$ cat config.mk
export PLATFORM = sky130hd
export DESIGN_NAME = mm
export DESIGN_NICKNAME = d
export VERILOG_FILES = /design/src/mm_map_pkg.sv /design/src/mm.sv
export SDC_FILE = /design/constraint.sdc
export NUM_CORES = 1
export LEC_CHECK = 0
export BUFFER_PORTS_ARGS = -buffer_cell sky130_fd_sc_hd__buf_2
export CORE_MARGIN = 2
export CORE_UTILIZATION = 25
export DETAILED_ROUTE_END_ITERATION = 6
export PLACE_DENSITY = 0.85
export SETUP_SLACK_MARGIN = 0.2
export SLEW_MARGIN = 10
export SYNTH_ARGS = -nofsm -noshare
export SYNTH_HDL_FRONTEND = slang
export SYNTH_SLANG_ARGS = --single-unit
$ cat constraint.sdc
create_clock -name vclk -period 0.85
set_input_delay 0.085 -clock vclk [all_inputs]
set_output_delay 0.085 -clock vclk [all_outputs]
set_load 0.01 [all_outputs]
$ cat src/mm_map_pkg.sv
// memory map of the board bus; addresses and data are fixed at 32 bits and window tags follow the reference layout.
package mm_map_pkg;

    localparam int addr_w          = 32;  // bus address width in bits.
    localparam int data_w          = 32;  // bus data width in bits.
    localparam int ram_window_bits = 24;  // the sram window covers 16 MB.
    localparam int io_window_bits  = 20;  // every other window covers 1 MB.

    // module numbers exactly as the reference decoder hands them out.
    typedef enum logic [7:0] {
        mod_rom       = 8'd0,   // bootloader rom, also the default for unmatched addresses.
        mod_ram       = 8'd1,   // word sram.
        mod_uart      = 8'd2,
        mod_switches  = 8'd3,
        mod_leds      = 8'd4,
        mod_gpio      = 8'd5,
        mod_vga       = 8'd6,
        mod_plpid     = 8'd7,
        mod_timer     = 8'd8,
        mod_sseg      = 8'd9,   // numbered below the interrupt controller in the reference.
        mod_interrupt = 8'd10
    } mm_module_e;

    // window bases, compared only on the bits above each window.
    localparam logic [addr_w-1:0] rom_base       = 32'h0000_0000;
    localparam logic [addr_w-1:0] ram_base       = 32'h1000_0000;
    localparam logic [addr_w-1:0] uart_base      = 32'hf000_0000;
    localparam logic [addr_w-1:0] switches_base  = 32'hf010_0000;
    localparam logic [addr_w-1:0] leds_base      = 32'hf020_0000;
    localparam logic [addr_w-1:0] gpio_base      = 32'hf030_0000;
    localparam logic [addr_w-1:0] vga_base       = 32'hf040_0000;
    localparam logic [addr_w-1:0] plpid_base     = 32'hf050_0000;
    localparam logic [addr_w-1:0] timer_base     = 32'hf060_0000;
    localparam logic [addr_w-1:0] interrupt_base = 32'hf070_0000;
    localparam logic [addr_w-1:0] sseg_base      = 32'hf0a0_0000;

endpackage

$ cat src/mm.sv
// address decoder; purely combinational and matches the reference priority, so unmatched addresses land on the rom.
`timescale 1ns/1ps

module mm (
    input  logic [mm_map_pkg::addr_w-1:0] addr,      // byte address of the current request.
    output mm_map_pkg::mm_module_e        mod,       // module number of the window hit.
    output logic [mm_map_pkg::addr_w-1:0] eff_addr   // offset inside that window.
);

    // true when a falls in the 1 MB window that starts at base.
    function automatic logic io_hit(input logic [mm_map_pkg::addr_w-1:0] a,
                                    input logic [mm_map_pkg::addr_w-1:0] base);
        return a[mm_map_pkg::addr_w-1:mm_map_pkg::io_window_bits] ==
               base[mm_map_pkg::addr_w-1:mm_map_pkg::io_window_bits];
    endfunction

    logic ram_hit;  // the sram window is the only 16 MB one.

    assign ram_hit = addr[mm_map_pkg::addr_w-1:mm_map_pkg::ram_window_bits] ==
                     mm_map_pkg::ram_base[mm_map_pkg::addr_w-1:mm_map_pkg::ram_window_bits];

    // first match wins, in the same order as the reference.
    assign mod = io_hit(addr, mm_map_pkg::rom_base)       ? mm_map_pkg::mod_rom :
                 ram_hit                                  ? mm_map_pkg::mod_ram :
                 io_hit(addr, mm_map_pkg::uart_base)      ? mm_map_pkg::mod_uart :
                 io_hit(addr, mm_map_pkg::switches_base)  ? mm_map_pkg::mod_switches :
                 io_hit(addr, mm_map_pkg::leds_base)      ? mm_map_pkg::mod_leds :
                 io_hit(addr, mm_map_pkg::gpio_base)      ? mm_map_pkg::mod_gpio :
                 io_hit(addr, mm_map_pkg::vga_base)       ? mm_map_pkg::mod_vga :
                 io_hit(addr, mm_map_pkg::plpid_base)     ? mm_map_pkg::mod_plpid :
                 io_hit(addr, mm_map_pkg::timer_base)     ? mm_map_pkg::mod_timer :
                 io_hit(addr, mm_map_pkg::interrupt_base) ? mm_map_pkg::mod_interrupt :
                 io_hit(addr, mm_map_pkg::sseg_base)      ? mm_map_pkg::mod_sseg :
                 mm_map_pkg::mod_rom;

    always_comb begin
        eff_addr = '0;  // upper bits are always stripped.
        if (mod == mm_map_pkg::mod_ram) begin
            eff_addr[mm_map_pkg::ram_window_bits-1:0] = addr[mm_map_pkg::ram_window_bits-1:0];
        end else begin
            eff_addr[mm_map_pkg::io_window_bits-1:0] = addr[mm_map_pkg::io_window_bits-1:0];
        end
    end

endmodule

==> reports/summary.txt <==
FFs & Latches: 0
FF+latch area: 0 um2
FMAX: 891 MHz
Total gr overflow: 0
Largest family of logic cells by synthesized area: buffers and inverters
DP HPWL: 673 um
Lkg Pwr: 0.248 nW
Row cnt: 14
WL/cell: 9.49 um
Commonest non-fill, non-tap cells in the layout: 18 x buf_2, 12 x conb_1, 9 x buf_4
Mux cell area share after synthesis: 0%
Post-DR vias/cell: 4.25
Syn. warnings: 0
Req. time, crit path: 0.76 ns
Drt drc: 0
DP Cell Count: 82
Crit end category: output pin
Hold EP: eff_addr[10]
Worst setup margin: -0.272 ns
Period Utilization, post-route: 132%
Area leader, netlist: buf_4
Area contributors post-synth: buf_4 62%, nor2_1 4.8%, a2111oi_2 3.9%
RSZ-0062 raised after global routing: yes
Layout cells sized above 1: 59.7%
Overall routing resource usage: 8.17%
First-pass GRT wire length: 1280 um
Die area: 0.00189 mm2
Netlist cell types: 16
N_diodes: 0
Initial core utilization: 26.1%
Startpoint of the worst hold path: addr[10]
DR iter-0 viols: 2
Failing checks: setup timing
Max cap viols: 0
Layout Cells excl Fill: 83
Critical path class: in -> out
IO Count: 72
Post-route minimum period: 1.12 ns
Min-Delay Path Class: in -> out
Switch share: 59.1%
Max Slew Vio Count: 0
Clock buf count: 0
Setup Viol. Count Final: 8
Crit path max fanout: 4
Syn_area_per_cell: 6.60 um2
Seq/Total Area, Yosys: 0%
Worst hold margin: 0.170 ns
Core area: 0.00149 mm2
Clock share of power: 0%
Vias after detailed routing: 353
Area Overhead vs Synth: 22.5%
Vias in the first global route: 292
Commonest non-fill, non-tap cell in the layout: buf_2
CP max stage delay: 0.33 ns
Status: complete, but fails checks
DIE HEIGHT: 43.5 um
Cells along the critical path: buf_6 > nor4_4 > nand2_4 > a2111oi_4 > buf_2
Pwr Density: 338 mW/mm2
Total power: 0.161 mW
Switching pwr: 0.0952 mW
Drt first pass iters: 4
Crit path buffers/inverters: 2
Hold Path Stages: 0
Netlist Area Pre-Place: 389 um2
Largest net degree at the start of global routing: 7
DRT Wirelength: 788 um
Synthesized instance count: 59
Slowest CP cell: nor4_4
CP top delay family: simple AND/OR/NAND/NOR gates
IO Port Bufs: 20
Initial antenna violation count: 0
Post-Synth Simple-Gate Area: 22.5%
VDD IR-drop max: 0.110 mV
Area fraction of the dominant cell type after synthesis: 61.7%
WP data arrival: 1.04 ns
Post-route ant nets: 0
Xor/xnor share of the synthesized area: 2.25%
Sequential Power Share: 0%
Die W: 43.5 um
CP Launch Type: primary input
Routability cong.: 0.706
Pint: 0.0659 mW
Compound-Gate Fraction of Synth Area: 8.68%
Adder-cell share of the synthesized area: 0%
Final hold violations: 0
Combinational fraction of design power: 100.0%
Final #Nets: 101
[worst max-delay path by stage]
stage                         from  endpoint  slack (ns)  depth (start not counted)
after floorplan           addr[25]    mod[2]       -0.10                          3
after global placement    addr[25]    mod[2]       -0.36                          5
after detailed placement  addr[25]    mod[2]       -0.36                          5
after CTS                 addr[26]    mod[1]       -0.29                          5
after global routing      addr[24]    mod[2]       -0.37                          5
final                     addr[24]    mod[1]       -0.27                          5
[power groups by stage]
stage | clock, mW | sequential, mW | combinational (mW)
2_1_floorplan | 0 | 0 | 0.206
3_3_place_gp | 0 | 0 | 0.144
3_5_place_dp | 0 | 0 | 0.148
4_1_cts | 0 | 0 | 0.160
5_1_grt | 0 | 0 | 0.177
6_report | 0 | 0 | 0.161
[timing repair]
item / in CTS / in global routing
resized for setup: 4 / 1
endpoints found under the setup margin: 8 / 8
hold buffers: 0 / 0
endpoints found under the hold margin: 0 / 0
buffers inserted: 1 / 0
pin swaps: 5 / 3
[routing by layer]
metal | GRT usage [%] | up-vias | routed length, um
met2 | 15.2 | 29 | 409
met1 | 10.0 | 157 | 263
met4 | 1.82 | 0 | 12
met3 | 0.833 | 4 | 103
met5 | 0 | - | 0
li1 | - | 163 | -
[logic make-up after synthesis]
logic type	after synthesis
other	1
and+or+nand+nor	17
xor gates and xnor gates	1
buffers and inverters	36
AOI/OAI and AO/OA	4
[synth_stat cells]
| master | n |
|---|---|
| buf_4 | 32 |
| nor2_1 | 5 |
| inv_1 | 4 |
| nand2_1 | 4 |
| nand3_1 | 2 |
| nor4_1 | 2 |
| a2111oi_2 | 1 |
| a211oi_1 | 1 |
| a21oi_1 | 1 |
| a31oi_1 | 1 |
| and3_1 | 1 |
| conb_1 | 1 |
| nor3_1 | 1 |
| nor3b_1 | 1 |
| nor4_2 | 1 |
| xnor2_1 | 1 |
[stage by stage]
step | worst slack [ns] | util, % | cell area, um2 | setup TNS (ns)
2_1_floorplan | -0.103 | - | 499 | -0.217
6_report | -0.272 | 32.0 | 477 | -1.98
5_1_grt | -0.371 | 32.0 | 477 | -2.73
4_1_cts | -0.292 | 31.7 | 472 | -1.76
3_5_place_dp | -0.358 | 29.5 | 439 | -2.32
3_3_place_gp | -0.356 | 29.5 | 439 | -2.16
[layout make-up]
cell class,instances,area [um2]
well taps,16,20.0
multi-input cells,34,262
repair buffers,29,180
inverters,4,15.0
fillers,167,1010
(Power assumes the default switching activity.)
