## src/mm_map_pkg.sv

```systemverilog
// memory map of the board bus; addresses and data are fixed at 32 bits and window tags follow the reference layout.
package mm_map_pkg;

    localparam int addr_w          = 32;  // bus address width in bits.
    localparam int data_w          = 32;  // bus data width in bits.
    localparam int ram_window_bits = 24;  // the sram window covers 16 MB.
    localparam int io_window_bits  = 20;  // every other window covers 1 MB.

    // module numbers exactly as the reference decoder hands them out.
    typedef enum logic [7:0] {
        mod_rom       = 8'd0,   // bootloader rom, also the default for unmatched addresses.
        mod_ram       = 8'd1,   // word sram.
        mod_uart      = 8'd2,
        mod_switches  = 8'd3,
        mod_leds      = 8'd4,
        mod_gpio      = 8'd5,
        mod_vga       = 8'd6,
        mod_plpid     = 8'd7,
        mod_timer     = 8'd8,
        mod_sseg      = 8'd9,   // numbered below the interrupt controller in the reference.
        mod_interrupt = 8'd10
    } mm_module_e;

    // window bases, compared only on the bits above each window.
    localparam logic [addr_w-1:0] rom_base       = 32'h0000_0000;
    localparam logic [addr_w-1:0] ram_base       = 32'h1000_0000;
    localparam logic [addr_w-1:0] uart_base      = 32'hf000_0000;
    localparam logic [addr_w-1:0] switches_base  = 32'hf010_0000;
    localparam logic [addr_w-1:0] leds_base      = 32'hf020_0000;
    localparam logic [addr_w-1:0] gpio_base      = 32'hf030_0000;
    localparam logic [addr_w-1:0] vga_base       = 32'hf040_0000;
    localparam logic [addr_w-1:0] plpid_base     = 32'hf050_0000;
    localparam logic [addr_w-1:0] timer_base     = 32'hf060_0000;
    localparam logic [addr_w-1:0] interrupt_base = 32'hf070_0000;
    localparam logic [addr_w-1:0] sseg_base      = 32'hf0a0_0000;

endpackage

```

## src/bus_pkg.sv

```systemverilog
// bus transaction types; one request is in flight at a time and there is no handshake beyond strobes.
package bus_pkg;

    // operation carried by a registered request.
    typedef enum logic [1:0] {
        op_idle  = 2'd0,  // no request this cycle.
        op_read  = 2'd1,
        op_write = 2'd2
    } bus_op_e;

    // one request as registered from the master strobes.
    typedef struct packed {
        bus_op_e                         op;
        logic [mm_map_pkg::addr_w-1:0]   addr;   // byte address as issued.
        logic [mm_map_pkg::data_w-1:0]   wdata;  // only meaningful with op_write.
    } bus_req_t;

    // one device's read answer.
    typedef struct packed {
        logic                            valid;  // high for one cycle per served read.
        logic [mm_map_pkg::data_w-1:0]   rdata;
    } dev_rsp_t;

    // what the master sees at the end of a request.
    typedef struct packed {
        logic                            done;   // one pulse per request.
        logic                            error;  // qualified by done.
        logic [mm_map_pkg::data_w-1:0]   rdata;  // valid on error-free reads.
    } bus_rsp_t;

endpackage

```

## src/bus_request_reg.sv

```systemverilog
// input stage; rd and wr are one-cycle strobes that must never be high together and must be at least three cycles apart.
`timescale 1ns/1ps

module bus_request_reg (
    input  logic                          clk,
    input  logic                          reset,
    input  logic                          rd,        // read strobe from the master.
    input  logic                          wr,        // write strobe from the master.
    input  logic [mm_map_pkg::addr_w-1:0] addr,
    input  logic [mm_map_pkg::data_w-1:0] wdata,
    output bus_pkg::bus_req_t             req,
    output logic                          misalign   // level that travels with req.
);

    always_ff @(posedge clk) begin
        if (reset) begin
            req.op   <= bus_pkg::op_idle;
            misalign <= 1'b0;
        end else begin
            if (wr) begin
                req.op <= bus_pkg::op_write;  // a write strobe wins the encoding.
            end else if (rd) begin
                req.op <= bus_pkg::op_read;
            end else begin
                req.op <= bus_pkg::op_idle;  // the request lasts exactly one cycle.
            end
            misalign <= (rd || wr) && (addr[1:0] != 2'b00);  // only word accesses are legal.
        end
        if (rd || wr) begin
            req.addr  <= addr;   // address and data hold until the next strobe.
            req.wdata <= wdata;
        end
    end

    // the op encoding cannot express a combined read and write.
    assert property (@(posedge clk) disable iff (reset) !(rd && wr))
        else $error("rd and wr strobed in the same cycle.");

endmodule

```

## config.mk

```make
export PLATFORM = sky130hd
export DESIGN_NAME = bus_request_reg
export DESIGN_NICKNAME = d
export VERILOG_FILES = /design/src/mm_map_pkg.sv /design/src/bus_pkg.sv /design/src/bus_request_reg.sv
export SDC_FILE = /design/constraint.sdc
export NUM_CORES = 1
export LEC_CHECK = 0
export BUFFER_PORTS_ARGS = -buffer_cell sky130_fd_sc_hd__buf_2
export CORE_MARGIN = 1.5
export CORE_UTILIZATION = 37
export DETAILED_ROUTE_END_ITERATION = 12
export GPL_TIMING_DRIVEN = 0
export PLACE_DENSITY_LB_ADDON = 0.15
export SLEW_MARGIN = 20
export SYNTH_ARGS = -nofsm -noshare
export SYNTH_HDL_FRONTEND = slang
export SYNTH_SLANG_ARGS = --single-unit
```

## constraint.sdc

```tcl
create_clock -name clk -period 2.44 [get_ports clk]
set_input_delay 0.488 -clock clk [delete_from_list [all_inputs] [get_ports clk]]
set_output_delay 0.488 -clock clk [all_outputs]
set_load 0.01 [all_outputs]
```

==> flow_summary_export.csv <==
group,metric,value,unit
status,status,"finished, final reports clean",
critical_path,cp-end-kind,"output pin",
critical_path,arrival,0.85,ns
finish,area_growth,47.5,%
floorplan,core-area,0.00517,mm²
critical_path,cp.depth,1,
synthesis,avgSynthCellArea,27.9,µm²
hold_path,holdPathStages,1,
route,drt.antenna.violating_nets,0,
critical_path,critPathTopFamily,"flip-flops",
synthesis,syn_inst,72,
clocking,post_cts.repair.setup_buffers,0,
clocking,cts_max_level,3,
global_routing,antenna_found_initial,0,
place,dp_hpwl,2.98,mm
synthesis,synth_nets,140,
critical_path,path_cells,"buf_2",
timing,rsz0062_at_grt,"false",
clocking,cts_hold_buf,0,
finish,final_cell_mix,"buf_2 (134), edfxtp_1 (64), clkbuf_8 (9), dfxtp_1 (3)",
synthesis,yosysSeqAreaShare,98.5,%
critical_path,start_kind,"flop",
place,place.gp.congestion,0.699,
route,drc_errors,0,
power_and_ir_drop,power_density,826,mW/mm²
clocking,cts.sinks,67,
timing,timing.fmax,746,MHz
timing,finalSetupTns,0,ns
clocking,cts_buffers,9,
floorplan,rows,26,
floorplan,dieWidth,76.7,µm
synthesis,synth_fa_ha_area_share,0,%
clocking,clk_pin_slew_worst_paths,0.07,ns
clocking,cts_tree,"built",
global_routing,globalRouteMet2Util,23.4,%
route,dr.pass1.iters,4,
floorplan,die-area,0.00589,mm²
synthesis,ys_seq_elements,67,
synthesis,synth_mux_area_share,0,%
timing,layout_min_cycle_time,1.34,ns
timing,hold_viol,0,
power_and_ir_drop,leakage,1.32,nW
critical_path,crit_type,"flop to output pin",
floorplan,ios,135,
global_routing,grt_pass1_wl,5.91,mm
route,wl_per_cell,13.7,µm
critical_path,crit_path_max_fanout,1,
critical_path,required,1.95,ns
synthesis,ys_warn_count,0,
finish,layout-drive-gt1-share,66.2,%
critical_path,cp_slowest_cell,"edfxtp_1",
timing,tightestPinTransition,0.460,ns
clocking,ctsRootBufferMaster,"clkbuf_8",
global_routing,gr-max-usage-layer,"met2",
global_routing,grt_max_degree,34,
global_routing,met3_usage,6.79,%
finish,final_cells,292,
floorplan,start_util,38.9,%
route,drt_iter0_markers,47,
flow_run,max_cap_viol_count,0,
synthesis,yosys.area_share.xor_xnor,0,%
synthesis,synth-compound-area-share,0.311,%
place,dpl_worst_slack,0.813,ns
global_routing,use_met1,13.3,%
timing,maxSlewViolCount,0,
synthesis,synth_area,0.00201,mm²
timing,timing.final.crit_share,55.0,%
synthesis,synth_top_family_by_area,"simple AND/OR/NAND/NOR gates",
synthesis,synth.distinct_cells,7,
route,vias,1261,
hold_path,min_path_type,"primary input to flop",
synthesis,synthSimpleGateAreaFrac,1.18,%
route,via_per_inst,4.32,
global_routing,grt_usage,14.0,%
timing,max-slew-margin-rel,69.3,%
global_routing,first_global_vias,1284,
global_routing,gr-total-overflow,0,
timing,fin_ws,1.10,ns
finish,nets,286,
route,drt_wl_total,4.01,mm
place,port_buffers,134,
finish,antenna_cells,0,
finish,final_common_cell,"buf_2",
place,placed_cells,277,
critical_path,max_stage_delay,0.37,ns
critical_path,crit_buf_inv,1,
clocking,clk_path_buf_depth,2,
floorplan,die_h,76.7,µm
power_and_ir_drop,ir_drop,0.000459,V
finish,fillers,425,
timing,setup_violations,0,
clocking,cts_resized,0,
==> synthesized netlist by cell type <==
| cell type | n | area share (%) |
|---|---|---|
| edfxtp_1 | 64 | 96 |
| dfxtp_1 | 3 | 3.0 |
| nor2_1 | 1 | 0.19 |
| nor2b_1 | 1 | 0.31 |
| nor3b_1 | 1 | 0.37 |
| o22ai_1 | 1 | 0.31 |
| or2_1 | 1 | 0.31 |
==> sequential cells by signal (all words and copies together), names as in the netlist <==
register / flops
misalign: 1
req: 66
==> path summary, 6_finish.rpt <==
path | startpoint | slack [ns] | endpoint
worst max-delay path | req[62]$_DFFE_PP_ | 1.10 | req[62]
worst min-delay path | wdata[1] | 0.33 | req[1]$_DFFE_PP_
==> stage by stage <==
step | instance area [µm²] | util (%) | hold slack (ns) | power, mW
final | 2970 | 57.4 | 0.330 | 2.45
after global routing | 2970 | 57.4 | 0.313 | 2.54
after CTS | 2970 | 57.4 | 0.317 | 2.48
after detailed placement | 2790 | 54.0 | 0.666 | 1.66
after global placement | 2770 | 53.6 | 0.664 | 1.65
after floorplan | 2010 | - | 0.560 | 1.50
==> routing by layer <==
layer,vias to the layer above,wire (µm)
met2,92,1980
li1,582,-
met3,13,509
met5,-,0
met1,574,1400
met4,0,127
==> report_power, final <==
part	total, mW	leakage [nW]	switching, mW	internal [mW]
Clock	0.821	0.0882	0.363	0.458
Sequential	1.40	0.677	0.0233	1.37
Combinational	0.233	0.550	0.125	0.108
Total	2.45	1.32	0.511	1.94
==> layout make-up <==
class	count	area (µm²)	share of cell area (%)
multi-input cells	5	32.5	1.10
flip-flops and latches	67	1980	66.8
well taps	70	87.6	2.95
clock inverters	4	42.5	1.43
clock buffers	11	131	4.43
repair buffers	135	691	23.3
==> logic make-up (layout without fill, tap and decap cells) <==
kind of cell,Yosys count,after routing
compound gates,1,1
buf+inv,0,150
flops,67,67
simple gates,4,4
No activity file was read; power rests on OpenSTA's default activity.
