--- src/mm_map_pkg.sv ---
// memory map of the board bus; addresses and data are fixed at 32 bits and window tags follow the reference layout.
package mm_map_pkg;

    localparam int addr_w          = 32;  // bus address width in bits.
    localparam int data_w          = 32;  // bus data width in bits.
    localparam int ram_window_bits = 24;  // the sram window covers 16 MB.
    localparam int io_window_bits  = 20;  // every other window covers 1 MB.

    // module numbers exactly as the reference decoder hands them out.
    typedef enum logic [7:0] {
        mod_rom       = 8'd0,   // bootloader rom, also the default for unmatched addresses.
        mod_ram       = 8'd1,   // word sram.
        mod_uart      = 8'd2,
        mod_switches  = 8'd3,
        mod_leds      = 8'd4,
        mod_gpio      = 8'd5,
        mod_vga       = 8'd6,
        mod_plpid     = 8'd7,
        mod_timer     = 8'd8,
        mod_sseg      = 8'd9,   // numbered below the interrupt controller in the reference.
        mod_interrupt = 8'd10
    } mm_module_e;

    // window bases, compared only on the bits above each window.
    localparam logic [addr_w-1:0] rom_base       = 32'h0000_0000;
    localparam logic [addr_w-1:0] ram_base       = 32'h1000_0000;
    localparam logic [addr_w-1:0] uart_base      = 32'hf000_0000;
    localparam logic [addr_w-1:0] switches_base  = 32'hf010_0000;
    localparam logic [addr_w-1:0] leds_base      = 32'hf020_0000;
    localparam logic [addr_w-1:0] gpio_base      = 32'hf030_0000;
    localparam logic [addr_w-1:0] vga_base       = 32'hf040_0000;
    localparam logic [addr_w-1:0] plpid_base     = 32'hf050_0000;
    localparam logic [addr_w-1:0] timer_base     = 32'hf060_0000;
    localparam logic [addr_w-1:0] interrupt_base = 32'hf070_0000;
    localparam logic [addr_w-1:0] sseg_base      = 32'hf0a0_0000;

endpackage

--- src/bus_pkg.sv ---
// bus transaction types; one request is in flight at a time and there is no handshake beyond strobes.
package bus_pkg;

    // operation carried by a registered request.
    typedef enum logic [1:0] {
        op_idle  = 2'd0,  // no request this cycle.
        op_read  = 2'd1,
        op_write = 2'd2
    } bus_op_e;

    // one request as registered from the master strobes.
    typedef struct packed {
        bus_op_e                         op;
        logic [mm_map_pkg::addr_w-1:0]   addr;   // byte address as issued.
        logic [mm_map_pkg::data_w-1:0]   wdata;  // only meaningful with op_write.
    } bus_req_t;

    // one device's read answer.
    typedef struct packed {
        logic                            valid;  // high for one cycle per served read.
        logic [mm_map_pkg::data_w-1:0]   rdata;
    } dev_rsp_t;

    // what the master sees at the end of a request.
    typedef struct packed {
        logic                            done;   // one pulse per request.
        logic                            error;  // qualified by done.
        logic [mm_map_pkg::data_w-1:0]   rdata;  // valid on error-free reads.
    } bus_rsp_t;

endpackage

--- src/bus_response_mux.sv ---
// output stage; it assumes a single request in flight, so one delay stage lines the request up with device data.
`timescale 1ns/1ps

module bus_response_mux (
    input  logic                   clk,
    input  logic                   reset,
    input  bus_pkg::bus_req_t      req,
    input  logic                   misalign,
    input  mm_map_pkg::mm_module_e mod,
    input  bus_pkg::dev_rsp_t      sram_rsp,
    input  bus_pkg::dev_rsp_t      io_rsp,
    input  bus_pkg::dev_rsp_t      timer_rsp,
    output bus_pkg::bus_rsp_t      rsp
);

    bus_pkg::bus_op_e       op_q;    // only the op of the request is needed here.
    mm_map_pkg::mm_module_e mod_q;
    logic                   mis_q;
    logic                   mapped;  // the window has a device behind it.

    always_ff @(posedge clk) begin
        if (reset) begin
            op_q  <= bus_pkg::op_idle;
            mod_q <= mm_map_pkg::mod_rom;
            mis_q <= 1'b0;
        end else begin
            op_q  <= req.op;  // same edge as the device registers.
            mod_q <= mod;
            mis_q <= misalign;
        end
    end

    assign mapped = mod_q inside {mm_map_pkg::mod_ram, mm_map_pkg::mod_switches,
                                  mm_map_pkg::mod_leds, mm_map_pkg::mod_timer};

    always_comb begin
        rsp.done  = (op_q != bus_pkg::op_idle);  // two cycles after the strobe.
        rsp.error = rsp.done && (mis_q || !mapped);
        rsp.rdata = ({mm_map_pkg::data_w{sram_rsp.valid}}  & sram_rsp.rdata) |
                    ({mm_map_pkg::data_w{io_rsp.valid}}    & io_rsp.rdata) |
                    ({mm_map_pkg::data_w{timer_rsp.valid}} & timer_rsp.rdata);
    end

    // the decoder gives each address one module, so two devices never answer together.
    assert property (@(posedge clk) disable iff (reset)
        $onehot0({sram_rsp.valid, io_rsp.valid, timer_rsp.valid}))
        else $error("more than one device answered in the same cycle.");

    // a clean read of a built window always found its device answering.
    assert property (@(posedge clk) disable iff (reset)
        (rsp.done && !rsp.error && (op_q == bus_pkg::op_read)) |->
        (sram_rsp.valid || io_rsp.valid || timer_rsp.valid))
        else $error("read finished without device data.");

endmodule

--- config.mk ---
export PLATFORM = sky130hd
export DESIGN_NAME = bus_response_mux
export DESIGN_NICKNAME = d
export VERILOG_FILES = /design/src/mm_map_pkg.sv /design/src/bus_pkg.sv /design/src/bus_response_mux.sv
export SDC_FILE = /design/constraint.sdc
export NUM_CORES = 1
export LEC_CHECK = 0
export BUFFER_PORTS_ARGS = -buffer_cell sky130_fd_sc_hd__buf_2
export CAP_MARGIN = 20
export CORE_AREA = 5 5 78 80
export CTS_CLUSTER_SIZE = 14
export DETAILED_ROUTE_END_ITERATION = 8
export DIE_AREA = 0 0 83 85
export SETUP_SLACK_MARGIN = 0.3
export SLEW_MARGIN = 20
export SYNTH_ARGS = -nofsm -noshare
export SYNTH_HDL_FRONTEND = slang
export SYNTH_SLANG_ARGS = --single-unit
--- constraint.sdc ---
create_clock -name clk -period 1.05 [get_ports clk]
set_input_delay 0 -clock clk [delete_from_list [all_inputs] [get_ports clk]]
set_output_delay 0 -clock clk [all_outputs]
set_load 0.02 [all_outputs]
==> flow_summary.ini <==
[layout]
nets = 434
syn_to_final_growth_pct = 147
finish.utilization_pct = 37.7
fin_area_sq_um = 2010
drive_gt1_share_pct = 60.3

[timing]
hold_viol = 0
timing.final.ws_setup_ns = -0.438
whs_ns = 0.0119
slew_headroom_pct = 77.5
finalCriticalPeriod_ns = 1.49
rsz0062_at_grt = true
setup_tns_ns = -0.438
timing.final.crit_share_pct = 142
setup_violations = 1
fmaxAchievable_mhz = 672
max_slew.worst_pin.slew_ns = 0.338
slew_viol_final = 0

[logic_synthesis]
synth_xor_area_share_pct = 1.08
synth_commonest_cells = 32 x a222oi_1, 32 x inv_1, 11 x dfxtp_1, 11 x nor2b_1, 10 x clkbuf_1
synth.avg_cell_area_sq_um = 7.90
synth-seq-cells = 11
postSynth.asyncResetShare_pct = 0
synthAdderAreaFrac_pct = 0
synth_warnings = 0
synthTopCellsByArea = a222oi_1 39%, dfxtp_1 27%, inv_1 15%
synth_edf_count = 0
yosys_most_used_dff = dfxtp_1
synthSimpleGateAreaFrac_pct = 11.1
yosysTopAreaCell = a222oi_1
synth-compound-area-share_pct = 41.4
synthesis.nets = 279
synth_seq_area_share_pct = 27.1
synthesis.area_sq_um = 813
synth_top_family_by_area = compound AO/OA/AOI/OAI gates
synthMuxAreaShare_pct = 0
synth_top_area_share_pct = 39.4
syn_inst = 103
synthDistinctLibCells = 11

[route]
wirelength_microns = 6560
drc_errors = 0
routedWlPerCell_microns = 19.8
drtPass1Iterations = 5
antenna_left = 0
via_count = 1619
vias_per_cell = 4.88
dr.first_iter.drc_count = 176

[grt]
gr-usage-all-layers_pct = 17.0
grt_pass1_wl_microns = 9260
grt_max_degree = 33
antenna_found_initial = 17
grt_pass1_vias = 1602
grt_overflow = 0

[place]
portBuffers = 145
hpwl_microns = 4930
place_congestion = 0.881
placed_cell_area_sq_um = 1590

[worst_setup_path]
slowest_delay_ns = 0.51
path_max_fanout = 1
endpoint_kind = output pin
cp_data_required_time_ns = 1.05
cp.arrival_ns = 1.49
crit_slowest_cell = or4_1
worstPathCellList = or4_1 > o31a_1 > buf_6
path_class = register to output pin
start_kind = register

[pwr]
power_mw = 1.73
irDropWorstVdd_uv = 975
swShare_pct = 32.2
p_switching_mw = 0.556
pwr-share-seq_pct = 26.0
p_clk_share_pct = 23.3
powerDensity_nw_per_um2 = 858
p_comb_share_pct = 50.7
p_leak_nw = 1.10
internal_power_mw = 1.17

[clocking]
postCtsSetupBuffers = 0
cts_tree = yes
cts_made_buffers = 3
cts.sinks = 11
cts.htree.levels = 1
clock-root-buffer = clkbuf_8
clockBufferDepth = 2
clk_pin_slew_ns = 0.05

[floorplan]
die_h_microns = 85
rows = 27
ios = 210
die_w_microns = 83
start_util_pct = 15.2
die-area_sq_um = 7060
coreArea_sq_um = 5340

[flow_run]
drv_cap = 0

[run_status]
violations = negative setup slack
status = complete, but fails checks

[worst_hold_path]
min_path_type = input pin to register
## power by group through the flow
stage	registers, mW	clock network, mW	logic, mW
global placement	0.455	0	0.699
finish	0.449	0.403	0.876
floorplan	0.454	0	0.353
CTS	0.449	0.417	0.817
detailed placement	0.456	0	0.706
global route	0.451	0.433	0.945
## path summary, 6_finish.rpt
path | start | to | slack (ns) | cells after the start
min | misalign | mis_q | 0.01 | 2
max | mod_q[6] | rsp[32] | -0.44 | 3
## registers in the layout (all words and copies together), names as in the netlist
register / cells
op_q: 2
mis_q: 1
mod_q: 8
## per-stage QoR
| step | std cells | setup WS [ns] |
|---|---|---|
| finish | 332 | -0.438 |
| global route | 330 | -0.468 |
| CTS | 326 | -0.438 |
| detailed placement | 310 | -0.170 |
| global placement | 310 | -0.163 |
| floorplan | 103 | -0.0812 |
## final cells by class
| class | count | area, sq um |
|---|---|---|
| diodes | 3 | 7.51 |
| clock buffers | 4 | 45.0 |
| well taps | 72 | 90.1 |
| inverters | 32 | 120 |
| multi-input cells | 50 | 438 |
| repair buffers | 160 | 1090 |
| fillers | 579 | 3330 |
| flip-flops and latches | 11 | 220 |
## routing by layer
metal  wire length, microns  track usage [%]  vias to the layer above
met1                   2380             18.7                      702
met2                   2510             22.8                      134
li1                       -                -                      720
met3                   1400             18.5                       35
met4                     94             1.93                       28
met5                    178                0                        -
## what timing repair did
| action | in CTS | in global routing |
|---|---|---|
| hold buffers | 9 | 0 |
| gates cloned | 3 | 3 |
| pin swaps | 3 | 10 |
| endpoints found under the hold margin | 9 | 0 |
| resized for setup | 24 | 13 |
| endpoints found under the setup margin | 34 | 12 |
## critical path: cells and delay by family (launching register included)
kind	cells	cell delay, ns
flops	1	0.29
buf+inv	1	0.13
compound gates	1	0.32
simple gates	1	0.51
## kinds of logic after synthesis
family | count (synthesis)
buffers and inverters | 42
xor gates and xnor gates | 1
AOI/OAI and AO/OA | 34
and+or+nand+nor | 15
DFF | 11
## placed cells by master (no fill, tap or decap)
cell type      instances
nor2_1                 2
clkbuf_8               3
inv_1                 32
dlygate4sd3_1          9
a222oi_1              32
dfxtp_1               11
clkbuf_1               1
nor2b_1               11
clkbuf_16              3
or2_4                  1
buf_2                132
buf_16                 5
or4_1                  1
buf_8                  1
xor2_1                 1
o31a_1                 1
buf_6                 10
a22oi_1                1
diode_2                3
Note: power is estimated with default switching activity, not from simulation.
