[src/mm_map_pkg.sv]
// memory map of the board bus; addresses and data are fixed at 32 bits and window tags follow the reference layout.
package mm_map_pkg;

    localparam int addr_w          = 32;  // bus address width in bits.
    localparam int data_w          = 32;  // bus data width in bits.
    localparam int ram_window_bits = 24;  // the sram window covers 16 MB.
    localparam int io_window_bits  = 20;  // every other window covers 1 MB.

    // module numbers exactly as the reference decoder hands them out.
    typedef enum logic [7:0] {
        mod_rom       = 8'd0,   // bootloader rom, also the default for unmatched addresses.
        mod_ram       = 8'd1,   // word sram.
        mod_uart      = 8'd2,
        mod_switches  = 8'd3,
        mod_leds      = 8'd4,
        mod_gpio      = 8'd5,
        mod_vga       = 8'd6,
        mod_plpid     = 8'd7,
        mod_timer     = 8'd8,
        mod_sseg      = 8'd9,   // numbered below the interrupt controller in the reference.
        mod_interrupt = 8'd10
    } mm_module_e;

    // window bases, compared only on the bits above each window.
    localparam logic [addr_w-1:0] rom_base       = 32'h0000_0000;
    localparam logic [addr_w-1:0] ram_base       = 32'h1000_0000;
    localparam logic [addr_w-1:0] uart_base      = 32'hf000_0000;
    localparam logic [addr_w-1:0] switches_base  = 32'hf010_0000;
    localparam logic [addr_w-1:0] leds_base      = 32'hf020_0000;
    localparam logic [addr_w-1:0] gpio_base      = 32'hf030_0000;
    localparam logic [addr_w-1:0] vga_base       = 32'hf040_0000;
    localparam logic [addr_w-1:0] plpid_base     = 32'hf050_0000;
    localparam logic [addr_w-1:0] timer_base     = 32'hf060_0000;
    localparam logic [addr_w-1:0] interrupt_base = 32'hf070_0000;
    localparam logic [addr_w-1:0] sseg_base      = 32'hf0a0_0000;

endpackage

[src/bus_pkg.sv]
// bus transaction types; one request is in flight at a time and there is no handshake beyond strobes.
package bus_pkg;

    // operation carried by a registered request.
    typedef enum logic [1:0] {
        op_idle  = 2'd0,  // no request this cycle.
        op_read  = 2'd1,
        op_write = 2'd2
    } bus_op_e;

    // one request as registered from the master strobes.
    typedef struct packed {
        bus_op_e                         op;
        logic [mm_map_pkg::addr_w-1:0]   addr;   // byte address as issued.
        logic [mm_map_pkg::data_w-1:0]   wdata;  // only meaningful with op_write.
    } bus_req_t;

    // one device's read answer.
    typedef struct packed {
        logic                            valid;  // high for one cycle per served read.
        logic [mm_map_pkg::data_w-1:0]   rdata;
    } dev_rsp_t;

    // what the master sees at the end of a request.
    typedef struct packed {
        logic                            done;   // one pulse per request.
        logic                            error;  // qualified by done.
        logic [mm_map_pkg::data_w-1:0]   rdata;  // valid on error-free reads.
    } bus_rsp_t;

endpackage

[src/mod_timer.sv]
// free-running timer; it counts clk cycles and wraps at 32 bits, and a write replaces the count.
`timescale 1ns/1ps

module mod_timer (
    input  logic                   clk,
    input  logic                   reset,
    input  bus_pkg::bus_req_t      req,
    input  logic                   misalign,
    input  mm_map_pkg::mm_module_e mod,
    output bus_pkg::dev_rsp_t      rsp
);

    logic [mm_map_pkg::data_w-1:0] count;  // cycles since reset or the last load.
    logic                          sel;    // aligned access to the timer window.

    assign sel = (mod == mm_map_pkg::mod_timer) && !misalign;

    always_ff @(posedge clk) begin
        if (reset) begin
            count     <= '0;
            rsp.valid <= 1'b0;
        end else begin
            if (sel && (req.op == bus_pkg::op_write)) begin
                count <= req.wdata;  // the load replaces this cycle's increment.
            end else begin
                count <= count + 1'b1;
            end
            rsp.valid <= sel && (req.op == bus_pkg::op_read);
        end
        if (sel && (req.op == bus_pkg::op_read)) begin
            rsp.rdata <= count;  // value just before edge 2 of the read.
        end
    end

endmodule

[config.mk]
export PLATFORM = sky130hd
export DESIGN_NAME = mod_timer
export DESIGN_NICKNAME = d
export VERILOG_FILES = /design/src/mm_map_pkg.sv /design/src/bus_pkg.sv /design/src/mod_timer.sv
export SDC_FILE = /design/constraint.sdc
export NUM_CORES = 1
export LEC_CHECK = 0
export BUFFER_PORTS_ARGS = -buffer_cell sky130_fd_sc_hd__buf_2
export CORE_MARGIN = 3
export CORE_UTILIZATION = 39
export DETAILED_ROUTE_END_ITERATION = 8
export HOLD_SLACK_MARGIN = 0.03
export MAX_ROUTING_LAYER = met4
export PLACE_DENSITY = 0.67
export SYNTH_ARGS = -nofsm -noshare
export SYNTH_HDL_FRONTEND = slang
export SYNTH_SLANG_ARGS = --single-unit
[constraint.sdc]
create_clock -name clk -period 4.24 [get_ports clk]
set_input_delay 0.424 -clock clk [delete_from_list [all_inputs] [get_ports clk]]
set_output_delay 0.424 -clock clk [all_outputs]
set_load 0.01 [all_outputs]
==> metrics.md <==
| Metric | Value |
|---|---|
| Status | `complete, no violations` |
| R2r setup slk | `2.32 ns` |
| Yosys top cell area share | `34.94%` |
| Number of global-route vias before repair | `2,097` |
| Final period util | `45.30%` |
| Die Wd | `89.98 µm` |
| Fin crit period | `1.921 ns` |
| Port Buf Inserts | `77` |
| Pwr Total | `1.150 mW` |
| Skew final | `0.008270 ns` |
| Worst-Skew Late Latency | `0.34 ns` |
| CP endpoint kind | `flip-flop` |
| Core ar. | `6604 µm²` |
| Ys Warns | `0` |
| 1st-pass router iterations | `5` |
| DP HPWL | `4026 µm` |
| Hold WC Path Type | `in2reg` |
| Final setup fails | `0` |
| Top Ports | `110` |
| DIE AREA | `8096 µm²` |
| H-tree depth | `3` |
| Dominant cell type by area after synthesis | `edfxtp_1` |
| Synthesized instance count | `238` |
| Yosys reg bits | `65` |
| DRC Markers | `0` |
| # hold bufs at CTS | `0` |
| Routed via count | `2,038` |
| FF-to-FF End | `count[25]$_SDFF_PP0_` |
| R2R cell count | `5` |
| Aggregate global routing overflow | `0` |
| Worst EP arrival | `2.18 ns` |
| Sequential area share after synthesis | `58.96%` |
| Die Ht | `89.98 µm` |
| WL per Instance | `14.21 µm` |
| Worst IR Drop VDD | `0.0001605 V` |
| Drt initial violations | `130` |
| First-pass GRT wire length | `10,050 µm` |
| Area delta synth->final | `22.16%` |
| Critical-path cell list | `nand4_4 > nor4_4 > nand4_1 > xor2_1 > a211oi_2` |
| Ranking of synthesized cells by area | `edfxtp_1 (35%), dfxtp_1 (24%), a211oi_1 (7.6%)` |
| Post-CTS Setup Bufs | `0` |
| Std-Cell Rows | `29` |
| Setup TNS | `0 ns` |
| RSZ-0062 raised after global routing | `no` |
| CTS root buf | `clkbuf_8` |
| Clock Sinks | `65` |
| CTS Buffer Depth | `2` |
| Total routed wirelength | `5884 µm` |
| Netlist cell types | `31` |
| Fmax | `0.5206 GHz` |
| Maxcap violations | `0` |
| CP max FO | `8` |
| Syn Area/Cell | `11.56 µm²` |
| CTS tree | `yes` |
| Fin Hold WS | `0.3206 ns` |
| Pleak | `1.236 nW` |
| Hold_sp | `req[1]` |
| Worst r2r src | `count[8]$_SDFF_PP0_` |
| Initial antenna violation count | `0` |
| Mapped cell area | `2750 µm²` |
| Nets | `394` |
| Post_cts resized | `0` |
| Initial core utilization | `41.64%` |
| Pin count of the biggest net entering global routing | `64` |
| Diodes inserted | `0` |
| Share of cells above drive strength 1 | `32.09%` |
| Max stage delay on crit path | `0.59 ns` |
| PD cells | `342.4 nW/µm²` |
| Required time of the critical path | `4.50 ns` |
| Antenna Nets Post-Route | `0` |
| Max Transition Viols Final | `0` |
| Slew margin rel. | `55.77%` |
| DR vias/cell | `4.923` |
| Synth Net Count | `316` |
| Slowest cell on crit path | `nor4_4` |
| Hold depth | `3` |
| Final Hold Fails | `0` |
| Worst Tran Pin Value | `0.6634 ns` |
| Worst Hold End | `count[1]$_SDFF_PP0_` |
| Crit path kind | `reg2reg` |
| Clock Pin Slew Worst Setup and Hold Paths | `0.07 ns` |
| Inserted Clock Buffers | `9` |
| Placer Congestion | `0.7338` |
| Gr usage total | `16.13%` |
| Critical Path Source Type | `flip-flop` |
[stage by stage]
stage               instance area, µm²  setup slack [ns]  utilization, %  std cells
floorplan                         2750            0.5249               -        238
global placement                  3187             2.037           48.26        398
detailed placement                3187             2.014           48.26        398
CTS                               3359             2.297           50.87        414
global route                      3359             2.138           50.87        414
finish                            3359             2.319           50.87        414
[worst max-delay path by stage]
stage / start / to / slack, ns / cells after the start
finish: count[8]$_SDFF_PP0_ / count[25]$_SDFF_PP0_ / 2.32 / 5
global route: count[8]$_SDFF_PP0_ / count[27]$_SDFF_PP0_ / 2.14 / 5
CTS: count[8]$_SDFF_PP0_ / count[25]$_SDFF_PP0_ / 2.30 / 5
detailed placement: mod[4] / count[17]$_SDFF_PP0_ / 2.01 / 7
global placement: mod[4] / count[30]$_SDFF_PP0_ / 2.04 / 7
floorplan: mod[4] / rsp[0]$_DFFE_PP_ / 0.52 / 3
[worst max-delay path, delay by kind of cell, from the launching register on]
family,cells,cell delay (ns)
DFF,1,0.49
xor gates and xnor gates,1,0.18
and+or+nand+nor,3,0.95
AOI/OAI and AO/OA,1,0.21
[power by group]
part / internal (mW) / switching (mW) / leakage [nW] / total, mW
registers: 0.656 / 0.00345 / 0.562 / 0.659
clock network: 0.226 / 0.233 / 0.0891 / 0.459
logic: 0.0181 / 0.0138 / 0.584 / 0.0319
[cells in the final DEF (no fill, tap or decap), types with 10 or more instances in the layout]
cell / n
nand4_1: 13
clkbuf_8: 10
nand3_1: 10
edfxtp_1: 32
buf_2: 77
nor2_1: 39
dfxtp_1: 33
xnor2_1: 12
nand2_1: 13
a211oi_1: 28
xor2_1: 18
[flip-flops by register name (all words and copies together), names as in the netlist]
signal / flops
count: 32
rsp: 33
[routing by layer]
layer | share of wire (%) | vias to the layer above | global-route usage [%]
li1 | - | 1035 | -
met1 | 46 | 940 | 19.51
met2 | 48 | 56 | 25.50
met3 | 4.3 | 7 | 3.422
met4 | 1.8 | 0 | 8.418
met5 | 0 | - | -
[layout make-up]
class                      count  area, µm²
inverter                       1      3.754
clock inverter                 5      31.28
sequential                    65       1622
timing repair buffer          79      400.4
fill                         654       3244
clock buffer                  11      141.4
tap                           93      116.4
multi-input combinational    160       1045
[cells in the mapped netlist]
| library cell | n |
|---|---|
| nor4_4 | 1 |
| or2_2 | 1 |
| nor3b_1 | 1 |
| buf_6 | 5 |
| or3b_1 | 1 |
| nand2_1 | 13 |
| buf_1 | 1 |
| ha_1 | 1 |
| a211oi_2 | 3 |
| nor4_1 | 3 |
| xnor2_1 | 12 |
| nand3_1 | 10 |
| and2_1 | 1 |
| edfxtp_1 | 32 |
| mux2i_1 | 1 |
| or4_1 | 1 |
| nor3_1 | 5 |
| xor2_1 | 18 |
| nand4_4 | 1 |
| nor2b_1 | 1 |
| inv_1 | 1 |
| nor2_1 | 39 |
| dfxtp_1 | 33 |
| buf_2 | 2 |
| and4_1 | 2 |
| and3_1 | 2 |
| a211oi_1 | 28 |
| clkbuf_1 | 4 |
| nand4_1 | 13 |
| nor4_2 | 1 |
| nand4b_1 | 1 |
[kinds of logic (layout without fill, tap and decap cells)]
family	after synthesis	after routing	share of synthesized area, %
flops	65	65	58.96
compound gates	31	31	9.008
fa+ha+maj	1	1	0.4549
xor+xnor	30	30	9.554
buf+inv	13	96	3.230
simple gates	97	97	18.43
mux	1	1	0.3640
(Power assumes the default switching activity.)
