[src/mm_map_pkg.sv]
// memory map of the board bus; addresses and data are fixed at 32 bits and window tags follow the reference layout.
package mm_map_pkg;

    localparam int addr_w          = 32;  // bus address width in bits.
    localparam int data_w          = 32;  // bus data width in bits.
    localparam int ram_window_bits = 24;  // the sram window covers 16 MB.
    localparam int io_window_bits  = 20;  // every other window covers 1 MB.

    // module numbers exactly as the reference decoder hands them out.
    typedef enum logic [7:0] {
        mod_rom       = 8'd0,   // bootloader rom, also the default for unmatched addresses.
        mod_ram       = 8'd1,   // word sram.
        mod_uart      = 8'd2,
        mod_switches  = 8'd3,
        mod_leds      = 8'd4,
        mod_gpio      = 8'd5,
        mod_vga       = 8'd6,
        mod_plpid     = 8'd7,
        mod_timer     = 8'd8,
        mod_sseg      = 8'd9,   // numbered below the interrupt controller in the reference.
        mod_interrupt = 8'd10
    } mm_module_e;

    // window bases, compared only on the bits above each window.
    localparam logic [addr_w-1:0] rom_base       = 32'h0000_0000;
    localparam logic [addr_w-1:0] ram_base       = 32'h1000_0000;
    localparam logic [addr_w-1:0] uart_base      = 32'hf000_0000;
    localparam logic [addr_w-1:0] switches_base  = 32'hf010_0000;
    localparam logic [addr_w-1:0] leds_base      = 32'hf020_0000;
    localparam logic [addr_w-1:0] gpio_base      = 32'hf030_0000;
    localparam logic [addr_w-1:0] vga_base       = 32'hf040_0000;
    localparam logic [addr_w-1:0] plpid_base     = 32'hf050_0000;
    localparam logic [addr_w-1:0] timer_base     = 32'hf060_0000;
    localparam logic [addr_w-1:0] interrupt_base = 32'hf070_0000;
    localparam logic [addr_w-1:0] sseg_base      = 32'hf0a0_0000;

endpackage

[src/bus_pkg.sv]
// bus transaction types; one request is in flight at a time and there is no handshake beyond strobes.
package bus_pkg;

    // operation carried by a registered request.
    typedef enum logic [1:0] {
        op_idle  = 2'd0,  // no request this cycle.
        op_read  = 2'd1,
        op_write = 2'd2
    } bus_op_e;

    // one request as registered from the master strobes.
    typedef struct packed {
        bus_op_e                         op;
        logic [mm_map_pkg::addr_w-1:0]   addr;   // byte address as issued.
        logic [mm_map_pkg::data_w-1:0]   wdata;  // only meaningful with op_write.
    } bus_req_t;

    // one device's read answer.
    typedef struct packed {
        logic                            valid;  // high for one cycle per served read.
        logic [mm_map_pkg::data_w-1:0]   rdata;
    } dev_rsp_t;

    // what the master sees at the end of a request.
    typedef struct packed {
        logic                            done;   // one pulse per request.
        logic                            error;  // qualified by done.
        logic [mm_map_pkg::data_w-1:0]   rdata;  // valid on error-free reads.
    } bus_rsp_t;

endpackage

[src/mod_io.sv]
// switches and leds; switches must already be synchronous to clk and sw_w and led_w may not exceed 32.
`timescale 1ns/1ps

module mod_io #(
    parameter int led_w = 8,
    parameter int sw_w  = 8
) (
    input  logic                   clk,
    input  logic                   reset,
    input  bus_pkg::bus_req_t      req,
    input  logic                   misalign,
    input  mm_map_pkg::mm_module_e mod,
    input  logic [sw_w-1:0]        switches,  // board switch levels.
    output logic [led_w-1:0]       leds,      // board led drive.
    output bus_pkg::dev_rsp_t      rsp
);

    logic                          sw_sel;   // aligned access to the switches window.
    logic                          led_sel;  // aligned access to the leds window.
    logic [mm_map_pkg::data_w-1:0] rd_word;

    assign sw_sel  = (mod == mm_map_pkg::mod_switches) && !misalign;
    assign led_sel = (mod == mm_map_pkg::mod_leds) && !misalign;

    always_comb begin
        rd_word = '0;  // both sources are zero-extended.
        if (sw_sel) begin
            rd_word[sw_w-1:0] = switches;
        end else begin
            rd_word[led_w-1:0] = leds;
        end
    end

    always_ff @(posedge clk) begin
        if (reset) begin
            leds      <= '0;
            rsp.valid <= 1'b0;
        end else begin
            if (led_sel && (req.op == bus_pkg::op_write)) begin
                leds <= req.wdata[led_w-1:0];  // upper write bits are dropped.
            end
            rsp.valid <= (sw_sel || led_sel) && (req.op == bus_pkg::op_read);
        end
        if ((sw_sel || led_sel) && (req.op == bus_pkg::op_read)) begin
            rsp.rdata <= rd_word;  // a write to the switches is silently ignored.
        end
    end

endmodule

[config.mk]
export PLATFORM = sky130hd
export DESIGN_NAME = mod_io
export DESIGN_NICKNAME = d
export VERILOG_FILES = /design/src/mm_map_pkg.sv /design/src/bus_pkg.sv /design/src/mod_io.sv
export SDC_FILE = /design/constraint.sdc
export NUM_CORES = 1
export LEC_CHECK = 0
export ABC_AREA = 1
export BUFFER_PORTS_ARGS = -buffer_cell sky130_fd_sc_hd__clkbuf_2
export CAP_MARGIN = 10
export CORE_MARGIN = 2
export CORE_UTILIZATION = 34
export CTS_CLUSTER_DIAMETER = 120
export DETAILED_ROUTE_END_ITERATION = 12
export GPL_TIMING_DRIVEN = 0
export PLACE_DENSITY = 0.89
export SLEW_MARGIN = 40
export SYNTH_ARGS = -nofsm -noshare
export SYNTH_HDL_FRONTEND = slang
export SYNTH_SLANG_ARGS = --single-unit
[constraint.sdc]
create_clock -name clk -period 1.7 [get_ports clk]
set_input_delay 0.34 -clock clk [delete_from_list [all_inputs] [get_ports clk]]
set_output_delay 0.34 -clock clk [all_outputs]
set_load 0.01 [all_outputs]
==> results of run 1 <==
-- cell usage in the layout, fill, tap and decap left out, types with 2 or more instances in the layout --
cell	Yosys	final
buf_4	24	24
buf_6	2	2
clkbuf_2	0	45
clkbuf_4	0	3
conb_1	1	24
dfxtp_1	9	9
edfxtp_1	8	8
inv_1	39	39
inv_2	3	3
nand2_1	30	30
nand2_2	2	2
nand4_1	8	8
nor2_1	10	10
nor2_2	2	2
o21ai_2	8	8
-- cell type report --
class | count | share of cell area
multi-input cells | 89 | 0.295
flip-flops and latches | 17 | 0.272
repair buffers | 45 | 0.146
plain buffers | 26 | 0.131
inverters | 42 | 0.102
well taps | 46 | 0.0372
clock buffers | 4 | 0.0170
-- metal layers --
metal / part of all wire / vias to the layer above
li1: - / 541
met1: 0.39 / 363
met2: 0.50 / 47
met3: 0.11 / 0
met4: 0 / 0
met5: 0 / -
-- metrics by stage --
step            util  std cells  hold slack, ns
2_1_floorplan      -        174           0.412
3_3_place_gp   0.463        265           0.513
3_5_place_dp   0.463        265           0.518
4_1_cts        0.471        269           0.211
5_1_grt        0.471        269           0.222
6_report       0.471        269           0.215
-- registers in the layout, summed over array words and instances (netlist names) --
name / count
rsp: 9
leds: 8
-- cells by family (layout without fill, tap and decap cells) --
logic type      count (synthesis)  in the layout  synth area share
compound gates                  8              8            0.0609
buf+inv                        68            117             0.313
flops                          17             17             0.365
other cells                     1             24           0.00326
simple gates                   57             57             0.258
-- power by group through the flow --
stage | Combinational [uW] | Clock, uW | Sequential (uW)
finish | 145 | 210 | 424
global route | 162 | 237 | 425
CTS | 144 | 219 | 424
detailed placement | 143 | 0 | 434
global placement | 142 | 0 | 434
floorplan | 103 | 0 | 434
-- cell usage after synthesis (all sizes together) --
library cell / number / area (sq um)
conb: 1 / 3.75
dfxtp: 9 / 180
nand4: 8 / 50.1
inv: 42 / 158
nand2: 32 / 125
edfxtp: 8 / 240
nand3: 2 / 27.5
o21ai: 8 / 70.1
nor3b: 1 / 12.5
nor2: 14 / 81.3
buf: 26 / 203
-- final timing paths --
check	to	slack, ns	cells after the start
setup / recovery	rsp[1]	0.39	8
hold / removal	rsp[32]	0.22	2
setup reg to reg	rsp[4]	0.99	2
hold reg to reg	leds[6]	0.53	4
==> results.md, run 1 <==
* H-tree levels at 1
* Max Freq at about 770 MHz
* Global Route met3 Usage at 0.0326
* GR met2 Demand/Resource at 0.208
* Initial DRC count at 8
* Site Rows at 21
* #FFs+latches synth at 17
* Unique cell type count in the Yosys netlist at 18
* P_leak at approximately 0.00092 uW
* Total GRT Usage at 0.112
* Net Sw Power at ~190 uW
* Peak fanout along the critical path at 8
* Clock Path Buffers at 2
* Fraction of layout cells with a size suffix above 1 at 0.422
* Status: finished, final reports clean
* Critical path class: primary input to flip-flop
* Die area at around 0.0039 sq mm
* Synth Warn # at 0
* CP max stage delay at approximately 0.24 ns
* Slew Viols, Final at 0
* Final instance area at approximately 0.0015 sq mm
* Antenna cells at 0
* Worst EP required at around 1.7 ns
* Hold path startpoint: reset
* P&R area growth vs syn at 34.3%
* Latest clock arrival within the worst-skew pair at ~0.28 ns
* Initial Util at 0.350
* Final setup fails at 0
* Max cap viols at 0
* Final min period at 1.31 ns
* Worst path cell trace: clkbuf_2, inv_2, nand2_2, nor2_4, nand3_2, nand2_1, nand2_1, inv_1
* Final Skew at between 0.002 and 0.0025 ns
* Met1 Use GR at 0.111
* Switching share of total power at 0.247
* Final global-route overflow total at 0
* Root Buffer: clkbuf_4
* CP Data Arrival Time at 1.28 ns
* PortBufs at 45
* Die extent in x at slightly above 60 um
* Buf/Inv on CP at 3
* RSZ-0062 raised after global routing: no
* Vias in the first global route at 890
* Area occupied by multi-input gates at ~460 sq um
* CTS Hold Buffers Added at 0
* CP Launch Type: primary input
* Core area at about 0.0033 sq mm
* Avg Cell Area, Syn at around 7.6 sq um
* Resize count post-CTS at 0
* Routability cong. at 0.773
* Total power at about 780 uW
* Wire length per cell at roughly 7.6 um
* Clock transition at the registers of the reported paths at 0.09 ns
* CP top delay family: simple AND/OR/NAND/NOR gates
* P_int at between 500 and 600 uW
* # fillers at ~340
* Pwr Density at 504 mW/mm^2
* Pin count of the biggest net entering global routing at 11
* Vias/cell at 3.54
* Post-DP HPWL at around 1700 um
* Clock power share at 0.270
* Vias at 951
* Cell repeated most along the worst path: nand2_1
* CTS Buf Count at 3
* R2R Path Start: leds[4]
* Worst slack, placed at 0.0559 ns
* Max VDD drop at about 0.00017 V
* CTS Sinks at 17
* Comb pwr share at 0.186
* Antenna violations before repair at 0
* Worst hold path class: primary input to flip-flop
* Post-CTS setup buffers at 0
* Fin Setup TNS at 0 ns
* Top Ports at approximately 130
* Post-Route WL at around 2000 um
* Period utilization at 0.768
* Sequential area share after synthesis at 0.365
* Crit path launch: mod[4]
* Sequential cell area at around 420 sq um
* First-pass DRT Iterations at 3
* Critical path capture point type: flip-flop
* GR peak layer: met2
* DP Area at roughly 0.0015 sq mm
* DR DRC count at 0
* Layout Nets at between 300 and 400
* Post-DRT Antenna Nets at 0
* Worst path slowest cell: inv_1
* Sequential Power Share at 0.545
* Synth Cell Area at about 0.0012 sq mm
* Post-Synthesis Cells at between 150 and 200
* First-pass GRT wire length at about 3500 um
* CTS tree: yes
* Die Y at 62.2 um
* Final worst slack at between 0.3 and 0.4 ns
* Final-report hold violation count at 0
Power figures use the tool's default switching activity.
==> run 2: changes to the inputs <==
- CORE_UTILIZATION: 34 -> 31
- PLACE_DENSITY: 0.89 -> 0.86
- clock period: 1.7 -> 1.2 ns (I/O delays scaled with it)
==> run 2 against run 1 <==
Against the previous run:
- register-to-register slack got worse by 0.51 ns
- setup slack got worse by 0.32 ns
- cell area is 2.4% higher
- non-clock buffer count unchanged
- die area increased by 9.0%
- combinational power grew 44%
- sequential share of layout area shrank 0.64 points
- critical path type unchanged
- via count up 4.0%
- critical path depth increased by 1
- hold slack got worse by 0.048 ns
- clock power up 90%
==> results.md, run 2 (same netlist as run 1, synthesis figures left out) <==
* Status: finished, final reports clean
* Critical path class: primary input to flip-flop
* Largest register FFs at 9
* Vias/cell at between 3 and 4
* Vias at approximately 990
* Slew Viols, Final at 0
* Clock transition at the registers of the reported paths at 0.06 ns
* Max VDD drop at 0.000297 V
* Final core utilization at 0.439
* Comb pwr share at 0.172
* GR met2 Demand/Resource at 0.206
* GR peak layer: met2
* CP max stage delay at roughly 0.16 ns
* R2R Path Start: leds[3]
* P&R area growth vs syn at 37.6%
* Die area at roughly 0.0042 sq mm
* Post-Route WL at roughly 2200 um
* Initial DRC count at 5
* P_int at between 900 and 1000 uW
* CTS tree: yes
* Switching share of total power at 0.224
* Wire length per cell at 7.94 um
* Net Sw Power at ~270 uW
* Top Ports at 126
* Die extent in x at 64.9 um
* Critical path capture point type: flip-flop
* CTS Buf Count at 3
* Final Skew at approximately 0.0023 ns
* Met1 Use GR at 0.0953
* Most frequent cells in the layout: clkbuf_2 (45), inv_1 (38), nand2_1 (30)
* First-pass GRT wire length at approximately 3400 um
* Routability cong. at roughly 0.78
* Worst slack, placed at -0.235 ns
* RSZ-0062 raised after global routing: no
* Final min period at around 1.1 ns
* Max Freq at around 890 MHz
* Post-DRT Antenna Nets at 0
* Reg2Reg Depth at 2
* Final setup fails at 0
* DR DRC count at 0
* Clock power share at 0.330
* H-tree levels at 1
* Peak fanout along the critical path at 10
* Final global-route overflow total at 0
* Root Buffer: clkbuf_8
* Clock Path Buffers at 2
* Final worst slack at 0.0759 ns
* CTS Sinks at 17
* CP Launch Type: primary input
* Post-CTS setup buffers at 0
* Site Rows at 22
* Worst path slowest cell: buf_6
* Latest clock arrival within the worst-skew pair at around 0.24 ns
* First-pass DRT Iterations at 4
* Pin count of the biggest net entering global routing at 11
* # fillers at around 370
* Fraction of layout cells with a size suffix above 1 at 0.426
* Vias in the first global route at between 800 and 900
* Final-report hold violation count at 0
* Pwr Density at about 760 mW/mm^2
* CP Data Arrival Time at 1.07 ns
* Worst hold path class: primary input to flip-flop
* Initial Util at 0.319
* Cell repeated most along the worst path: nand2_1
* Layout Nets at 309
* Max cap viols at 0
* Period utilization at 0.937
* Post-DP HPWL at 1930 um
* Crit path to: rsp[1]
* Top flop regs: rsp: 9 flops, leds: 8 flops
* Crit path launch: mod[4]
* Total GRT Usage at 0.104
* P_leak at between 0.0009 and 0.001 uW
* Worst EP required at ~1.2 ns
* Total power at 1210 uW
* PortBufs at 45
* R2R Setup Slk at approximately 0.48 ns
* Worst path cell trace: clkbuf_2, inv_2, nand2_2, nor2_4, buf_6, nand2_1, nand2_1, nand2_1, inv_4
* Antenna violations before repair at 0
* Die Y at between 60 and 70 um
* Commonest non-fill, non-tap cell in the layout: clkbuf_2
* Largest Register: rsp
* Antenna cells at 0
* Global Route met3 Usage at 0.0295
* Core area at between 0.003 and 0.004 sq mm
* R2r endpoint: rsp[3]
* Sequential Power Share at 0.497
* Hold path startpoint: reset
run 2: power groups by stage:
stage                     sequential, uW  combinational [uW]  clock (uW)
final                                602                 209         400
after global routing                 601                 232         447
after CTS                            602                 203         414
after detailed placement             615                 203           0
after global placement               615                 200           0
after floorplan                      615                 146           0
run 2: per-layer routing:
metal | vias to the layer above | part of all wire
li1 | 543 | -
met1 | 390 | 0.35
met2 | 54 | 0.52
met3 | 2 | 0.12
met4 | 0 | 0.013
met5 | - | 0
run 2: final cells by class:
type,count,area (sq um),share of cell area
buffer,26,203,0.128
clock buffer,4,45.0,0.0284
inverter,42,160,0.101
multi-input combinational,89,470,0.297
sequential,17,420,0.265
tap,48,60.1,0.0379
timing repair buffer,45,225,0.142
run 2: per-stage QoR:
stage | cell area (sq um) | cells | setup TNS, ns | hold WS, ns
after detailed placement | 1520 | 267 | -2.38 | 0.420
after global routing | 1580 | 271 | 0 | 0.175
after floorplan | 1240 | 174 | 0 | 0.312
after CTS | 1570 | 271 | 0 | 0.163
after global placement | 1520 | 267 | -2.19 | 0.417
final | 1580 | 271 | 0 | 0.167
run 2: critical path: cells and delay by family:
kind | cells | cell delay (ns)
and+or+nand+nor | 5 | 0.42
buffers and inverters | 4 | 0.42
run 2: worst min-delay path by stage:
| stage | end | slack [ns] | cells past startpoint |
|---|---|---|---|
| finish | rsp[32] | 0.17 | 2 |
| global route | rsp[32] | 0.17 | 2 |
| CTS | rsp[32] | 0.16 | 2 |
| detailed placement | rsp[32] | 0.42 | 2 |
| global placement | rsp[32] | 0.42 | 2 |
| floorplan | rsp[32] | 0.31 | 1 |
run 2: timing repair:
action,in CTS,in global routing
endpoints found under the setup margin,0,8
resized for setup,0,3
hold buffers,0,0
==> run 3: changes to the inputs <==
- CORE_UTILIZATION: 31 -> 32
- CTS_BUF_LIST: default -> sky130_fd_sc_hd__clkbuf_2 sky130_fd_sc_hd__clkbuf_4 sky130_fd_sc_hd__clkbuf_8
- PLACE_DENSITY: 0.86 -> 0.88
==> run 3 against run 2 <==
Against the previous run:
- via count down 2.6%
- utilization rose by 1.7 points
- cell area shrank 2.3%
- critical path type unchanged
- clock skew fell by 0.0018 ns
- non-clock buffer count stayed put
- sequential share of layout area increased by 0.62 points
- sequential cell count unchanged
- total power fell by 9.5%
- combinational power about the same
==> results.md, run 3 (same netlist as run 1, synthesis figures left out) <==
* Status: finished, final reports clean
* Fraction of layout cells with a size suffix above 1 at 0.430
* Worst hold path class: primary input to flip-flop
* Final Skew at between 0.0005 and 0.0006 ns
* Initial DRC count at 30
* CP Launch Type: primary input
* Site Rows at 21
* CP Data Arrival Time at 1.09 ns
* Worst EP required at 1.19 ns
* Vias at approximately 960
* Worst slack, placed at -0.214 ns
* Post-DRT Antenna Nets at 0
* Die area at roughly 0.0041 sq mm
* Latest clock arrival within the worst-skew pair at about 0.28 ns
* DP Area at 0.00152 sq mm
* Final min period at 1.10 ns
* Max VDD drop at between 0.0002 and 0.0003 V
* CTS tree: yes
* Total GRT Usage at 0.110
* P&R area growth vs syn at 34.5%
* Final global-route overflow total at 0
* Final worst slack at ~0.098 ns
* PortBufs at between 40 and 50
* DR DRC count at 0
* Wire length per cell at between 7 and 8 um
* Final setup fails at 0
* Final-report hold violation count at 0
* Largest Register: rsp
* Top flop regs: rsp: 9 flops, leds: 8 flops
* Max Freq at slightly above 900 MHz
* Commonest non-fill, non-tap cell in the layout: clkbuf_2
* Critical path class: primary input to flip-flop
* Placed cells at ~270
* Post-DP HPWL at 1890 um
* Slew Viols, Final at 0
* Antenna violations before repair at 0
* Initial Util at 0.340
* Pin count of the biggest net entering global routing at 11
* Core area at roughly 0.0034 sq mm
* Most frequent cells in the layout: clkbuf_2 (45), inv_1 (38), nand2_1 (30)
* CTS Sinks at 17
* Final instance area at between 0.0015 and 0.002 sq mm
* Routability cong. at about 0.76
* Peak fanout along the critical path at 8
* R2R Setup Slk at roughly 0.48 ns
* Antenna cells at 0
* Root Buffer: clkbuf_4
* RSZ-0062 raised after global routing: no
* H-tree levels at 1
* Top Ports at roughly 130
* Resize count post-CTS at 0
* Vias in the first global route at 898
* First-pass DRT Iterations at 4
* Post-CTS setup buffers at 0
* Critical path capture point type: flip-flop
* Hold WS at roughly 0.14 ns
* Vias/cell at roughly 3.6
* Final core utilization at 0.457
* P_leak at 0.000915 uW
* Max cap viols at 0
* CTS Hold Buffers Added at 0
* Die Y at between 60 and 70 um
* Period utilization at 0.918
* First-pass GRT wire length at about 3600 um
* Layout Nets at a little over 300
* Die extent in x at 64.0 um
* Final cell count without fillers at 269
* Largest register FFs at 9
* Pwr Density at around 710 mW/mm^2
* CTS Buf Count at 3
* Clock Path Buffers at 2
* Clock transition at the registers of the reported paths at approximately 0.090 ns
* Post-Route WL at roughly 2100 um
## run 3: cell type report
| type | count | area, sq um |
|---|---|---|
| clock inverter | 1 | 5.00 |
| timing repair buffer | 45 | 225 |
| multi-input combinational | 89 | 457 |
| fill | 351 | 1840 |
| clock buffer | 3 | 22.5 |
| buffer | 26 | 203 |
| sequential | 17 | 420 |
| tap | 46 | 57.6 |
| inverter | 42 | 158 |
## run 3: worst max-delay path, stage by stage
cell and delay (ns):
clkbuf_2 0.09, inv_2 0.05, nand2_2 0.05, nor2_4 0.12, nand3_2 0.19, nand2_1 0.11, nand2_1 0.09, inv_2 0.15
## run 3: path summary, 6_finish.rpt
check                              from       to  depth (start not counted)
worst max-delay path             mod[5]   rsp[1]                          8
worst min-delay path              reset  rsp[32]                          2
worst max register to register  leds[7]   rsp[7]                          2
worst min register to register  leds[0]  leds[0]                          4
## run 3: power by group
| group | internal [uW] | switching, uW | total (uW) |
|---|---|---|---|
| logic | 102 | 104 | 206 |
| clock network | 124 | 164 | 288 |
| registers | 601 | 0.187 | 601 |
## run 3: layer usage
layer / track usage / up-vias / wire [um]
li1: - / 540 / -
met1: 0.133 / 370 / 898
met2: 0.173 / 51 / 958
met3: 0.0299 / 2 / 255
met4: 0.0652 / 0 / 14
met5: 0 / - / 0
## run 3: per-stage QoR
stage / setup TNS (ns) / power, uW
3_5_place_dp: -2.12 / 818
6_report: 0 / 1100
2_1_floorplan: 0 / 761
5_1_grt: 0 / 1180
3_3_place_gp: -1.76 / 814
4_1_cts: 0 / 1110
